File: config.mk
export PLATFORM = sky130hd
export DESIGN_NAME = fetch_stage
export DESIGN_NICKNAME = d
export VERILOG_FILES = /design/src/design/mips_isa_pkg.sv /design/src/design/mips_pipe_pkg.sv /design/src/design/fetch_stage.sv
export VERILOG_INCLUDE_DIRS = /design/src /design/src/design
export SDC_FILE = /design/constraint.sdc
export NUM_CORES = 1
export LEC_CHECK = 0
export ABC_AREA = 1
export BUFFER_PORTS_ARGS = -buffer_cell sky130_fd_sc_hd__buf_2
export CAP_MARGIN = 20
export CORE_MARGIN = 1.5
export CORE_UTILIZATION = 50
export CTS_BUF_LIST = sky130_fd_sc_hd__clkbuf_2
export DETAILED_ROUTE_END_ITERATION = 8
export GPL_TIMING_DRIVEN = 0
export PLACE_DENSITY = 0.82
export SYNTH_ARGS = -nofsm -noshare
export SYNTH_HDL_FRONTEND = slang
export SYNTH_SLANG_ARGS = --single-unit
export TNS_END_PERCENT = 30
File: constraint.sdc
create_clock -name i_clk -period 1.8 [get_ports i_clk]
set_clock_uncertainty 0.05 [all_clocks]
set_input_delay 0.18 -clock i_clk [delete_from_list [all_inputs] [get_ports i_clk]]
set_output_delay 0.18 -clock i_clk [all_outputs]
set_load 0.005 [all_outputs]
File: src/design/mips_cfg.svh
`ifndef MIPS_CFG_SVH
`define MIPS_CFG_SVH

// Datapath and address width
`define MIPS_DATA_W 32

// Register index width, 32 general registers
`define MIPS_REG_ADDR_W 5

// Data memory depth in words, as a word-address width
`define MIPS_DMEM_ADDR_W 10

// First fetch address after reset
`define MIPS_RESET_PC 32'h0000_0000

`endif

File: src/design/mips_isa_pkg.sv
`include "mips_cfg.svh"

package mips_isa_pkg;

    typedef logic [`MIPS_DATA_W-1:0]     word_t;
    typedef logic [`MIPS_REG_ADDR_W-1:0] reg_idx_t;
    typedef logic [15:0]                 imm16_t;

    // Primary opcode, instruction bits 31..26
    typedef enum logic [5:0] {
        OP_RTYPE = 6'h00,
        OP_ADDI  = 6'h08,
        OP_ANDI  = 6'h0C,
        OP_ORI   = 6'h0D,
        OP_LW    = 6'h23,
        OP_SW    = 6'h2B
    } opcode_e;

    // R-type function field, bits 5..0
    typedef enum logic [5:0] {
        FN_ADD = 6'h20,
        FN_SUB = 6'h22,
        FN_AND = 6'h24,
        FN_OR  = 6'h25,
        FN_SLT = 6'h2A
    } funct_e;

    typedef enum logic [2:0] {ALU_ADD, ALU_SUB, ALU_AND, ALU_OR, ALU_SLT} alu_op_e;

    // Operand source in EX
    typedef enum logic [1:0] {FWD_NONE, FWD_MEM, FWD_WB} fwd_sel_e;

endpackage

File: src/design/mips_pipe_pkg.sv
package mips_pipe_pkg;

    typedef struct packed {
        logic                valid;
        mips_isa_pkg::word_t instr;
    } if_id_t;

    // Operands, indices and controls handed from decode to execute
    typedef struct packed {
        mips_isa_pkg::word_t    rs_data;
        mips_isa_pkg::word_t    rt_data;
        mips_isa_pkg::word_t    imm;
        mips_isa_pkg::reg_idx_t rs;
        mips_isa_pkg::reg_idx_t rt;
        mips_isa_pkg::reg_idx_t rd;
        mips_isa_pkg::funct_e   funct;
        logic                   alu_src;
        logic                   reg_dst;
        logic                   is_rtype;
        logic                   mem_read;
        logic                   mem_write;
        logic                   reg_write;
    } id_ex_t;

    typedef struct packed {
        mips_isa_pkg::word_t    alu_result;
        mips_isa_pkg::word_t    store_data;
        mips_isa_pkg::reg_idx_t dest;
        logic                   mem_read;
        logic                   mem_write;
        logic                   reg_write;
    } ex_mem_t;

    typedef struct packed {
        mips_isa_pkg::word_t    alu_result;
        mips_isa_pkg::word_t    load_data;
        mips_isa_pkg::reg_idx_t dest;
        logic                   mem_to_reg;
        logic                   reg_write;
    } mem_wb_t;

    // Register write request, also the MEM/WB forwarding source
    typedef struct packed {
        mips_isa_pkg::word_t    data;
        mips_isa_pkg::reg_idx_t dest;
        logic                   reg_write;
    } wb_bus_t;

endpackage

File: src/design/fetch_stage.sv
`timescale 1ns/100ps
`include "mips_cfg.svh"

module fetch_stage (
    input  logic                   i_clk,
    input  logic                   i_arst_n,
    input  mips_isa_pkg::word_t    i_imem_data,
    output mips_isa_pkg::word_t    o_imem_addr,
    output mips_pipe_pkg::if_id_t  o_if_id
);

    mips_isa_pkg::word_t pc;
    logic                fetched;

    assign o_imem_addr = pc;

    // Word arrives one edge after its address, so valid lags by one
    always_ff @(posedge i_clk or negedge i_arst_n) begin
        if (!i_arst_n) begin
            pc      <= `MIPS_RESET_PC;
            fetched <= 1'b0;
            o_if_id <= '0;
        end else begin
            pc            <= pc + 32'd4;
            fetched       <= 1'b1;
            o_if_id.instr <= i_imem_data;
            o_if_id.valid <= fetched;
        end
    end

    a_pc_aligned: assert property (@(posedge i_clk) disable iff (!i_arst_n)
        pc[1:0] == 2'b00);

endmodule

==> impl_results.md <==
- Status: completed
- Die Y-Extent: roughly 74 um
- Final count of hold timing violations: 0
- Synth-to-Final Area Change: 41.46%
- Final Net Count: 419
- Slew HR: 44.77%
- Fin Setup TNS: 0 ns
- Fraction of the yosys area taken by sequential cells: 63.33%
- GR Util All Layers: a little over a quarter
- RSZ-0062 raised after global routing: no
- Synth area leaders: dfrtp_1 (63%), nand2_1 (12%), nor2_1 (4.2%)
- Pwr/cell area: about 740 nW/um^2
- Number of global-route vias before repair: 2,177
- Design area: 3577 sq um
- #FFs+latches synth: between 60 and 70
- Vias/cell: roughly 4.7
- Post-cts gate resize count: 0
- DRT Wirelength: 6.375 mm
- Commonest non-fill, non-tap cell in the layout: buf_2
- # diodes: 0
- Syn Inst Count: 242
- CP endpoint kind: register
- Pre-antenna DRT Iters: 4
- Initial Util: 52.84%
- Drt drc: 0
- Total grt overflow: 0
- WL/cell: ~14 um
- Max-cap viol count: 0
- DP Area: 3117 sq um
- Gpl congestion: between 0.8 and 0.9
- Commonest cells after routing, fill and taps aside: buf_2 (96), nand2_1 (79), dfrtp_1 (64)
- Core Util, Final: 74.75%
- Layout cell share with drive strength beyond 1: 34.28%
- Yosys warning total: 0
- Post-synthesis cell area: ~2500 sq um
- Root Driver: clkbuf_2
- CTS max path bufs: 2
- Routed Antenna Nets: 0
- Top sig layer: met4
- IO Count: 99
- Routed wl met2: 3.518 mm
- Arrival @ worst endpoint: 1.85 ns
- Min-Delay Path Class: primary input to register
- Total power: ~2.6 mW
- Vias: 2,126
- Port bufs: 96
- Initial antenna violation count: 0
- Syn_area_per_cell: 10.45 sq um
- Final hold slack: 0.2561 ns
- Peak supply drop: 0.6480 mV
- CTS buffer count: 9
- Cell taking the most area after synthesis: dfrtp_1
- Slew @ Worst Pin: 0.8285 ns
- Largest net degree at the start of global routing: 37
- Pleak: 1.889 nW
- Slew Viols, Final: 0
- Die X: around 74 um
- First-pass GRT wire length: between 10 and 15 mm
- Initial DRC count: 112
- Area of the core: 4786 sq um
- Final setup vio count: 0
- Synth cell types: 19
- Rows: 25
- Final Cycle Share: 83.43%
- Yosys top cell area share: 63.33%
- Clk_lat worst skew: 0.50 ns
- Die area: 5493 sq um
- Worst-path clk slew: 0.18 ns
- WL met3: 406 um
- CP max FO: 5
- Critical path startpoint category: register
- Fmax: 665.9 MHz
- Clock Sinks: 64
- CTS tree: yes
- H-tree depth: 3
- Worst Path Required: ~2.2 ns
- Met1 WL: between 2 and 2.5 mm
- Tmin final: ~1.5 ns
- WS Path Type: register to register
- Detail Placement HPWL: 4.014 mm
## kinds of logic after synthesis
group,after synthesis,share of synthesized area [%]
other,2,0.2970
adder cells (fa/ha/maj),1,0.4947
flip-flops,64,63.34
XOR/XNOR,15,5.492
buffers and inverters,19,3.117
AND/OR/NAND/NOR,141,27.26
## timing repair
item                                   in CTS  in global routing
hold buffers                               33                  0
endpoints found under the hold margin      67                  0
buffers inserted                            0                  0
## layer usage
layer,track usage [%],vias to the layer above
met5,0,-
met4,11.32,0
met3,9.350,17
met2,45.83,88
met1,28.58,1009
li1,-,1012
## Yosys cell counts
library cell / number
and2_1: 2
buf_4: 2
conb_1: 2
dfrtp_1: 64
ha_1: 1
inv_1: 17
nand2_1: 79
nand2_2: 4
nand2_4: 1
nand2_8: 1
nand3_1: 7
nand3b_1: 7
nor2_1: 28
nor2_2: 6
nor2_4: 3
nor2_8: 3
xnor2_1: 4
xor2_1: 10
xor2_2: 1
## area by class of cell
| type | count | area (sq um) |
|---|---|---|
| Clock buffer | 9 | 45.04 |
| Timing Repair Buffer | 130 | 830.8 |
| Multi-Input combinational cell | 160 | 852.1 |
| Fill cell | 330 | 1209 |
| Clock inverter | 6 | 85.08 |
| Sequential cell | 64 | 1602 |
| Inverter | 17 | 63.81 |
| Tap cell | 67 | 83.83 |
| Buffer | 2 | 15.01 |
## power breakdown
part	switching (mW)	internal, mW
Sequential	0.0103	1.48
Clock	0.521	0.447
Combinational	0.0729	0.103
## worst max-delay path, stage by stage (launching register included)
cell and delay [ns]:
dfrtp_1 0.42, ha_1 0.21, nand2_1 0.08, nor2_2 0.12
nand2_2 0.15, nor2_2 0.21, nand2_1 0.07, nand2_1 0.06
nand2_1 0.05
## flip-flops by register name, summed over array words and instances (netlist names)
signal	flops
o_imem_addr	30
fetched	1
o_if_id	33
## path summary, 6_finish.rpt
path                                 start  slack [ns]  depth (start not counted)              end
setup / recovery            o_imem_addr[3]        0.30                          8  o_imem_addr[20]
hold reg to reg                    fetched        0.32                          0      o_if_id[32]
min in group asynchronous         i_arst_n        0.27                          2      o_if_id[14]
max in group asynchronous         i_arst_n        0.78                          3  o_imem_addr[23]
setup reg to reg            o_imem_addr[3]        0.30                          8  o_imem_addr[20]
hold / removal             i_imem_data[23]        0.26                          2      o_if_id[23]
## stage by stage
step | setup WS [ns] | std cells
2_1_floorplan | 0.4691 | 243
3_3_place_gp | 0.3407 | 406
3_5_place_dp | 0.3569 | 407
4_1_cts | 0.3365 | 455
5_1_grt | 0.1471 | 455
6_report | 0.2982 | 455
No activity file was read; power rests on OpenSTA's default activity.
