--- src/design/mips_cfg.svh ---
`ifndef MIPS_CFG_SVH
`define MIPS_CFG_SVH

// Datapath and address width
`define MIPS_DATA_W 32

// Register index width, 32 general registers
`define MIPS_REG_ADDR_W 5

// Data memory depth in words, as a word-address width
`define MIPS_DMEM_ADDR_W 10

// First fetch address after reset
`define MIPS_RESET_PC 32'h0000_0000

`endif

--- src/design/mips_isa_pkg.sv ---
`include "mips_cfg.svh"

package mips_isa_pkg;

    typedef logic [`MIPS_DATA_W-1:0]     word_t;
    typedef logic [`MIPS_REG_ADDR_W-1:0] reg_idx_t;
    typedef logic [15:0]                 imm16_t;

    // Primary opcode, instruction bits 31..26
    typedef enum logic [5:0] {
        OP_RTYPE = 6'h00,
        OP_ADDI  = 6'h08,
        OP_ANDI  = 6'h0C,
        OP_ORI   = 6'h0D,
        OP_LW    = 6'h23,
        OP_SW    = 6'h2B
    } opcode_e;

    // R-type function field, bits 5..0
    typedef enum logic [5:0] {
        FN_ADD = 6'h20,
        FN_SUB = 6'h22,
        FN_AND = 6'h24,
        FN_OR  = 6'h25,
        FN_SLT = 6'h2A
    } funct_e;

    typedef enum logic [2:0] {ALU_ADD, ALU_SUB, ALU_AND, ALU_OR, ALU_SLT} alu_op_e;

    // Operand source in EX
    typedef enum logic [1:0] {FWD_NONE, FWD_MEM, FWD_WB} fwd_sel_e;

endpackage

--- src/design/mips_pipe_pkg.sv ---
package mips_pipe_pkg;

    typedef struct packed {
        logic                valid;
        mips_isa_pkg::word_t instr;
    } if_id_t;

    // Operands, indices and controls handed from decode to execute
    typedef struct packed {
        mips_isa_pkg::word_t    rs_data;
        mips_isa_pkg::word_t    rt_data;
        mips_isa_pkg::word_t    imm;
        mips_isa_pkg::reg_idx_t rs;
        mips_isa_pkg::reg_idx_t rt;
        mips_isa_pkg::reg_idx_t rd;
        mips_isa_pkg::funct_e   funct;
        logic                   alu_src;
        logic                   reg_dst;
        logic                   is_rtype;
        logic                   mem_read;
        logic                   mem_write;
        logic                   reg_write;
    } id_ex_t;

    typedef struct packed {
        mips_isa_pkg::word_t    alu_result;
        mips_isa_pkg::word_t    store_data;
        mips_isa_pkg::reg_idx_t dest;
        logic                   mem_read;
        logic                   mem_write;
        logic                   reg_write;
    } ex_mem_t;

    typedef struct packed {
        mips_isa_pkg::word_t    alu_result;
        mips_isa_pkg::word_t    load_data;
        mips_isa_pkg::reg_idx_t dest;
        logic                   mem_to_reg;
        logic                   reg_write;
    } mem_wb_t;

    // Register write request, also the MEM/WB forwarding source
    typedef struct packed {
        mips_isa_pkg::word_t    data;
        mips_isa_pkg::reg_idx_t dest;
        logic                   reg_write;
    } wb_bus_t;

endpackage

--- src/design/decode_stage.sv ---
`timescale 1ns/100ps
`include "mips_cfg.svh"

module decode_stage (
    input  logic                    i_clk,
    input  logic                    i_arst_n,
    input  mips_pipe_pkg::if_id_t   i_if_id,
    input  mips_pipe_pkg::wb_bus_t  i_wb,
    input  mips_isa_pkg::reg_idx_t  i_dbg_reg,
    output mips_isa_pkg::word_t     o_dbg_data,
    output mips_pipe_pkg::id_ex_t   o_id_ex
);

    mips_isa_pkg::opcode_e  opcode;
    mips_isa_pkg::reg_idx_t rs;
    mips_isa_pkg::reg_idx_t rt;
    mips_isa_pkg::imm16_t   imm;
    mips_isa_pkg::word_t    rs_data;
    mips_isa_pkg::word_t    rt_data;
    mips_pipe_pkg::id_ex_t  id_ex_d;

    // Instruction fields
    assign opcode = mips_isa_pkg::opcode_e'(i_if_id.instr[31:26]);
    assign rs     = i_if_id.instr[25:21];
    assign rt     = i_if_id.instr[20:16];
    assign imm    = i_if_id.instr[15:0];

    reg_file u_reg_file (
        .i_clk      (i_clk),
        .i_arst_n   (i_arst_n),
        .i_rs       (rs),
        .i_rt       (rt),
        .i_wb       (i_wb),
        .i_dbg_reg  (i_dbg_reg),
        .o_rs_data  (rs_data),
        .o_rt_data  (rt_data),
        .o_dbg_data (o_dbg_data)
    );

    //////////////////////////////////////////////////
    // Control decode and immediate extension
    //////////////////////////////////////////////////

    // Invalid slot or unknown opcode leaves every write enable low.
    // I-type ops carry an equivalent funct code for the ALU control
    always_comb begin
        id_ex_d         = '0;
        id_ex_d.rs_data = rs_data;
        id_ex_d.rt_data = rt_data;
        id_ex_d.rs      = rs;
        id_ex_d.rt      = rt;
        id_ex_d.rd      = i_if_id.instr[15:11];
        id_ex_d.funct   = mips_isa_pkg::funct_e'(i_if_id.instr[5:0]);
        id_ex_d.imm     = {{(`MIPS_DATA_W-16){imm[15]}}, imm};
        if (i_if_id.valid) begin
            case (opcode)
                mips_isa_pkg::OP_RTYPE: begin
                    id_ex_d.is_rtype  = 1'b1;
                    id_ex_d.reg_dst   = 1'b1;
                    id_ex_d.reg_write = 1'b1;
                end
                mips_isa_pkg::OP_ADDI: begin
                    id_ex_d.alu_src   = 1'b1;
                    id_ex_d.reg_write = 1'b1;
                    id_ex_d.funct     = mips_isa_pkg::FN_ADD;
                end
                mips_isa_pkg::OP_ANDI, mips_isa_pkg::OP_ORI: begin
                    id_ex_d.alu_src   = 1'b1;
                    id_ex_d.reg_write = 1'b1;
                    id_ex_d.imm       = {{(`MIPS_DATA_W-16){1'b0}}, imm};
                    id_ex_d.funct     = (opcode == mips_isa_pkg::OP_ANDI) ?
                                        mips_isa_pkg::FN_AND : mips_isa_pkg::FN_OR;
                end
                mips_isa_pkg::OP_LW: begin
                    id_ex_d.alu_src   = 1'b1;
                    id_ex_d.mem_read  = 1'b1;
                    id_ex_d.reg_write = 1'b1;
                    id_ex_d.funct     = mips_isa_pkg::FN_ADD;
                end
                mips_isa_pkg::OP_SW: begin
                    id_ex_d.alu_src   = 1'b1;
                    id_ex_d.mem_write = 1'b1;
                    id_ex_d.funct     = mips_isa_pkg::FN_ADD;
                end
                default: ;
            endcase
        end
    end

    always_ff @(posedge i_clk or negedge i_arst_n) begin
        if (!i_arst_n) begin
            o_id_ex <= '0;
        end else begin
            o_id_ex <= id_ex_d;
        end
    end

endmodule

--- src/design/reg_file.sv ---
`timescale 1ns/100ps
`include "mips_cfg.svh"

module reg_file (
    input  logic                    i_clk,
    input  logic                    i_arst_n,
    input  mips_isa_pkg::reg_idx_t  i_rs,
    input  mips_isa_pkg::reg_idx_t  i_rt,
    input  mips_pipe_pkg::wb_bus_t  i_wb,
    input  mips_isa_pkg::reg_idx_t  i_dbg_reg,
    output mips_isa_pkg::word_t     o_rs_data,
    output mips_isa_pkg::word_t     o_rt_data,
    output mips_isa_pkg::word_t     o_dbg_data
);

    localparam int NUM_REGS = 2 ** `MIPS_REG_ADDR_W;

    mips_isa_pkg::word_t regs [NUM_REGS];
    logic                wr_en;

    // r0 is hardwired and never written
    assign wr_en = i_wb.reg_write && (i_wb.dest != '0);

    always_ff @(posedge i_clk or negedge i_arst_n) begin
        if (!i_arst_n) begin
            for (int i = 0; i < NUM_REGS; i++) begin
                regs[i] <= '0;
            end
        end else if (wr_en) begin
            regs[i_wb.dest] <= i_wb.data;
        end
    end

    // A read in the write cycle sees the new value
    function automatic mips_isa_pkg::word_t read_port(input mips_isa_pkg::reg_idx_t idx);
        if (wr_en && (i_wb.dest == idx)) begin
            return i_wb.data;
        end
        return regs[idx];
    endfunction

    always_comb begin
        o_rs_data = read_port(i_rs);
        o_rt_data = read_port(i_rt);
    end

    assign o_dbg_data = regs[i_dbg_reg];

endmodule

--- config.mk ---
export PLATFORM = sky130hd
export DESIGN_NAME = decode_stage
export DESIGN_NICKNAME = d
export VERILOG_FILES = /design/src/design/mips_isa_pkg.sv /design/src/design/mips_pipe_pkg.sv /design/src/design/decode_stage.sv /design/src/design/reg_file.sv
export VERILOG_INCLUDE_DIRS = /design/src /design/src/design
export SDC_FILE = /design/constraint.sdc
export NUM_CORES = 2
export LEC_CHECK = 0
export BUFFER_PORTS_ARGS = -buffer_cell sky130_fd_sc_hd__clkbuf_2
export CORE_UTILIZATION = 57
export DETAILED_ROUTE_END_ITERATION = 16
export GPL_TIMING_DRIVEN = 0
export PLACE_DENSITY = 0.77
export SYNTH_ARGS = -nofsm -noshare
export SYNTH_HDL_FRONTEND = slang
export SYNTH_HIERARCHICAL = 1
export SYNTH_SLANG_ARGS = --single-unit
--- constraint.sdc ---
create_clock -name i_clk -period 3.3 [get_ports i_clk]
set_input_delay 0.825 -clock i_clk [delete_from_list [all_inputs] [get_ports i_clk]]
set_output_delay 0.825 -clock i_clk [all_outputs]
set_load 0.05 [all_outputs]
==> results.sh <==
export IMPL_power_total_mw=45.5
export IMPL_number_of_design_rule_violations_left_after_detail_routing=0
export IMPL_dieArea_um2=114000
export IMPL_crit_slowest_cell="sky130_fd_sc_hd__mux4_2"
export IMPL_fin_nets=4531
export IMPL_leakage_nw=31.0
export IMPL_vias_per_cell=7.75
export IMPL_drtAntennaViolNets=0
export IMPL_share_of_the_clock_period_used_by_the_worst_path_after_layout_pct=121
export IMPL_tritoncts_clock_tree="built"
export IMPL_grt_antenna_before_repair=19
export IMPL_die_height_um=338
export IMPL_drv_max_cap_violation_count=0
export IMPL_fmaxAchievable_mhz=251
export IMPL_crit_top_cell="sky130_fd_sc_hd__mux4_2"
export IMPL_yosys_warnings=6
export IMPL_final_setup_tns_ps=-22040
export IMPL_synth_ff_type="sky130_fd_sc_hd__dfrtp_1"
export IMPL_grt_pass1_wl_mm=350
export IMPL_cp_num_buf_inv=3
export IMPL_irDropWorstVdd_uv=496
export IMPL_failed_checks="setup timing"
export IMPL_clk_insertion_delay_late_ps=770
export IMPL_worst_hold_slack_ps=181
export IMPL_synthArstFlopShare_pct=100
export IMPL_overflow=0
export IMPL_floorplan_initialDensity_pct=57.8
export IMPL_run_status="finished with violations"
export IMPL_setup_violations=54
export IMPL_worst_r2r_setup_slack_ps=940
export IMPL_arrival_ps=3160
export IMPL_cp_slowest_stage_delay_ps=610
export IMPL_ys_types=43
export IMPL_cpLargestDelayFamily="multiplexers"
export IMPL_first_global_vias=45100
export IMPL_worst_path_max_fanout=10
export IMPL_numPortBuffers=223
export IMPL_total_number_of_vias=46900
export IMPL_ctsHtreeMaxLevel=3
export IMPL_headroom_to_the_max_slew_limit_pct=7.88
export IMPL_power_share_clock_pct=30.9
export IMPL_dp_hpwl_mm=183
export IMPL_report_final_slew_viol_count=0
export IMPL_combPwrFrac_pct=27.8
export IMPL_worst_setup_path_type="input pin to primary output"
export IMPL_io_pins=233
export IMPL_grt_util_all_layers_pct=45.5
export IMPL_dieWidth_um=338
export IMPL_synth_net_count=4130
export IMPL_largest_net_degree_at_the_start_of_global_routing=114
export IMPL_start_kind="input pin"
export IMPL_drt_total_wl_mm=256
export IMPL_number_of_flops_mapped_to_enable_cells_by_yosys=0
export IMPL_post_drt_wl_per_cell_um=42.3
export IMPL_cp_required_ps=2470
export IMPL_postLayoutSetupSlackWorst_ps=-688
export IMPL_hold_viol=0
export IMPL_syn_instance_count=4052
export IMPL_mappedNetlistArea_um2=64200
export IMPL_max_clock_path_buffers=3
export IMPL_post_route_min_period_ps=3990
export IMPL_intPower_mw=30.9
export IMPL_final_fill_count=7760
export IMPL_firstDrtPassIters=6
export IMPL_clk_root_buffer_cell="sky130_fd_sc_hd__clkbuf_16"
export IMPL_proportion_of_layout_cells_with_a_drive_suffix_above_1_pct=57.1
export IMPL_p_seq_share_pct=41.3
export IMPL_number_of_cell_rows=122
export IMPL_cts_num_sinks=1126
export IMPL_actual_transition_at_the_worst_max_transition_pin_ps=1380
export IMPL_synth_seq_cells=1126
export IMPL_cts_inserted_buffers=119
export IMPL_critical_path_endpoint_type="primary output"
export IMPL_placedCellCount=5775
export IMPL_grt_setup_unrepaired="true"
export IMPL_timing_clock_skew_ps=46.4
export IMPL_powerDensity_nw_per_um2=620
export IMPL_gp_congestion=1.05
export IMPL_fin_util_pct=66.1
export IMPL_core_area_um2=111000
export IMPL_netSwitchingPower_mw=14.5
export IMPL_drt_iter0_drc=7649
export IMPL_clk_slew_on_worst_s_h_paths_ps=60
export IMPL_hold_class="input pin to flip-flop"
export IMPL_crit_path_cell_trace="clkbuf_4 -> buf_2 -> mux4_2 -> mux4_2 -> mux2_4 -> clkbuf_16"
export IMPL_synthesized_area_per_cell_um2=15.8
export IMPL_syn2layout_area_growth_pct=14.3
export IMPL_layout_cells_non_filler=6056
export IMPL_power_switching_share_pct=32.0
export IMPL_sequential_area_share_after_synthesis_pct=43.9
-- flip-flops by register name, indices dropped and copies added (netlist names) --
signal / cells
o_id_ex: 102
u_reg_file/regs: 1024
-- cells in the mapped netlist (all sizes together) (5+ instances only) --
cell type	number	area (µm²)
o21ai	63	315
nor2	20	75.1
nand2	84	315
dfrtp	1126	28200
nor3b	7	52.6
or3	5	32.5
nand3b	7	52.6
o22ai	252	1580
xnor2	6	52.6
nand3	11	55.1
mux2	1025	11500
or4	63	473
clkbuf	266	998
mux4	831	18700
buf	242	1410
-- power by group through the flow --
| stage | combinational [mW] | sequential (mW) | clock, mW |
|---|---|---|---|
| 2_1_floorplan | 7.79 | 18.6 | 0 |
| 3_3_place_gp | 11.3 | 18.6 | 0 |
| 3_5_place_dp | 11.6 | 18.8 | 0 |
| 4_1_cts | 12.0 | 18.6 | 14.1 |
| 5_1_grt | 12.9 | 19.1 | 14.6 |
| 6_report | 12.7 | 18.8 | 14.0 |
-- timing repair --
item / 4_1_cts / 5_1_grt
setup buffers: 20 / 16
resized for setup: 177 / 68
hold buffers: 1 / 0
setup endpoints to repair: 89 / 54
hold endpoints to repair: 13 / 0
gates cloned: 6 / 5
-- cell usage in the layout, fill, tap and decap left out, types with 13 or more instances in the layout --
master | netlist | layout
sky130_fd_sc_hd__mux2_4 | 0 | 32
sky130_fd_sc_hd__buf_16 | 0 | 29
sky130_fd_sc_hd__mux2_2 | 1025 | 993
sky130_fd_sc_hd__or4_1 | 63 | 63
sky130_fd_sc_hd__buf_12 | 0 | 20
sky130_fd_sc_hd__nor2_1 | 20 | 20
sky130_fd_sc_hd__clkinv_2 | 0 | 32
sky130_fd_sc_hd__diode_2 | 0 | 16
sky130_fd_sc_hd__buf_2 | 85 | 86
sky130_fd_sc_hd__buf_4 | 91 | 100
sky130_fd_sc_hd__mux4_2 | 831 | 831
sky130_fd_sc_hd__nand2_1 | 84 | 84
sky130_fd_sc_hd__clkbuf_2 | 0 | 223
sky130_fd_sc_hd__clkbuf_8 | 0 | 34
sky130_fd_sc_hd__clkbuf_1 | 266 | 230
sky130_fd_sc_hd__o21ai_0 | 63 | 47
sky130_fd_sc_hd__clkbuf_4 | 0 | 13
sky130_fd_sc_hd__o22ai_1 | 252 | 252
sky130_fd_sc_hd__o21ai_1 | 0 | 14
sky130_fd_sc_hd__clkbuf_16 | 0 | 132
sky130_fd_sc_hd__buf_8 | 0 | 27
sky130_fd_sc_hd__dfrtp_1 | 1126 | 1126
sky130_fd_sc_hd__buf_1 | 59 | 49
-- cell type report --
class,instances,area (µm²),share of cell area (%)
Antenna cell,16,40.0,0.0545
Buffer,506,3030,4.13
Clock buffer,166,3440,4.68
Clock inverter,54,614,0.837
Inverter,4,15.0,0.0205
Multi-Input combinational cell,2414,33800,46.0
Sequential cell,1126,28200,38.4
Tap cell,1488,1860,2.54
Timing Repair Buffer,282,2470,3.37
-- metrics by stage --
| step | area (µm²) | worst slack (ps) |
|---|---|---|
| 3_3_place_gp | 67600 | -26010 |
| 6_report | 73400 | -688 |
| 5_1_grt | 73400 | -627 |
| 3_5_place_dp | 67900 | -1520 |
| 4_1_cts | 73000 | -594 |
| 2_1_floorplan | 64600 | -82.8 |
-- path summary, 6_finish.rpt --
kind | from | to | depth (start not counted)
min in group asynchronous | i_arst_n | o_id_ex[11] | 2
max in group asynchronous | i_arst_n | u_reg_file/regs[450] | 6
hold reg to reg | u_reg_file/regs[995] | u_reg_file/regs[995] | 1
hold / removal | i_if_id[6] | o_id_ex[33] | 1
setup / recovery | i_dbg_reg[1] | o_dbg_data[19] | 6
setup reg to reg | u_reg_file/regs[82] | o_id_ex[109] | 4
-- worst register-to-register path, cell delays in order, from the launching register on --
cell                      delay (ps)
sky130_fd_sc_hd__dfrtp_1         400
sky130_fd_sc_hd__mux4_2          290
sky130_fd_sc_hd__o22ai_1         250
sky130_fd_sc_hd__or4_1           530
sky130_fd_sc_hd__o21ai_0         710
-- routing by layer --
| layer | global-route usage, % | vias up | part of all wire [%] |
|---|---|---|---|
| met1 | 55.1 | 24400 | 33 |
| met2 | 60.2 | 4390 | 41 |
| met5 | 1.45 | - | 0.14 |
| met4 | 26.2 | 18 | 7.4 |
| met3 | 30.0 | 1042 | 19 |
| li1 | - | 17100 | - |
-- cells by family (layout without fill, tap and decap cells) --
kind of cell	Yosys count	after routing	synth area share, %
multiplexers	1860	1860	47.2
flip-flops	1126	1126	43.9
buffers and inverters	512	1012	3.77
AO/OA/AOI/OAI	326	326	3.10
AND/OR/NAND/NOR	218	218	1.92
XOR/XNOR	10	10	0.136
other	0	16	0
No activity file was read; power rests on OpenSTA's default activity.
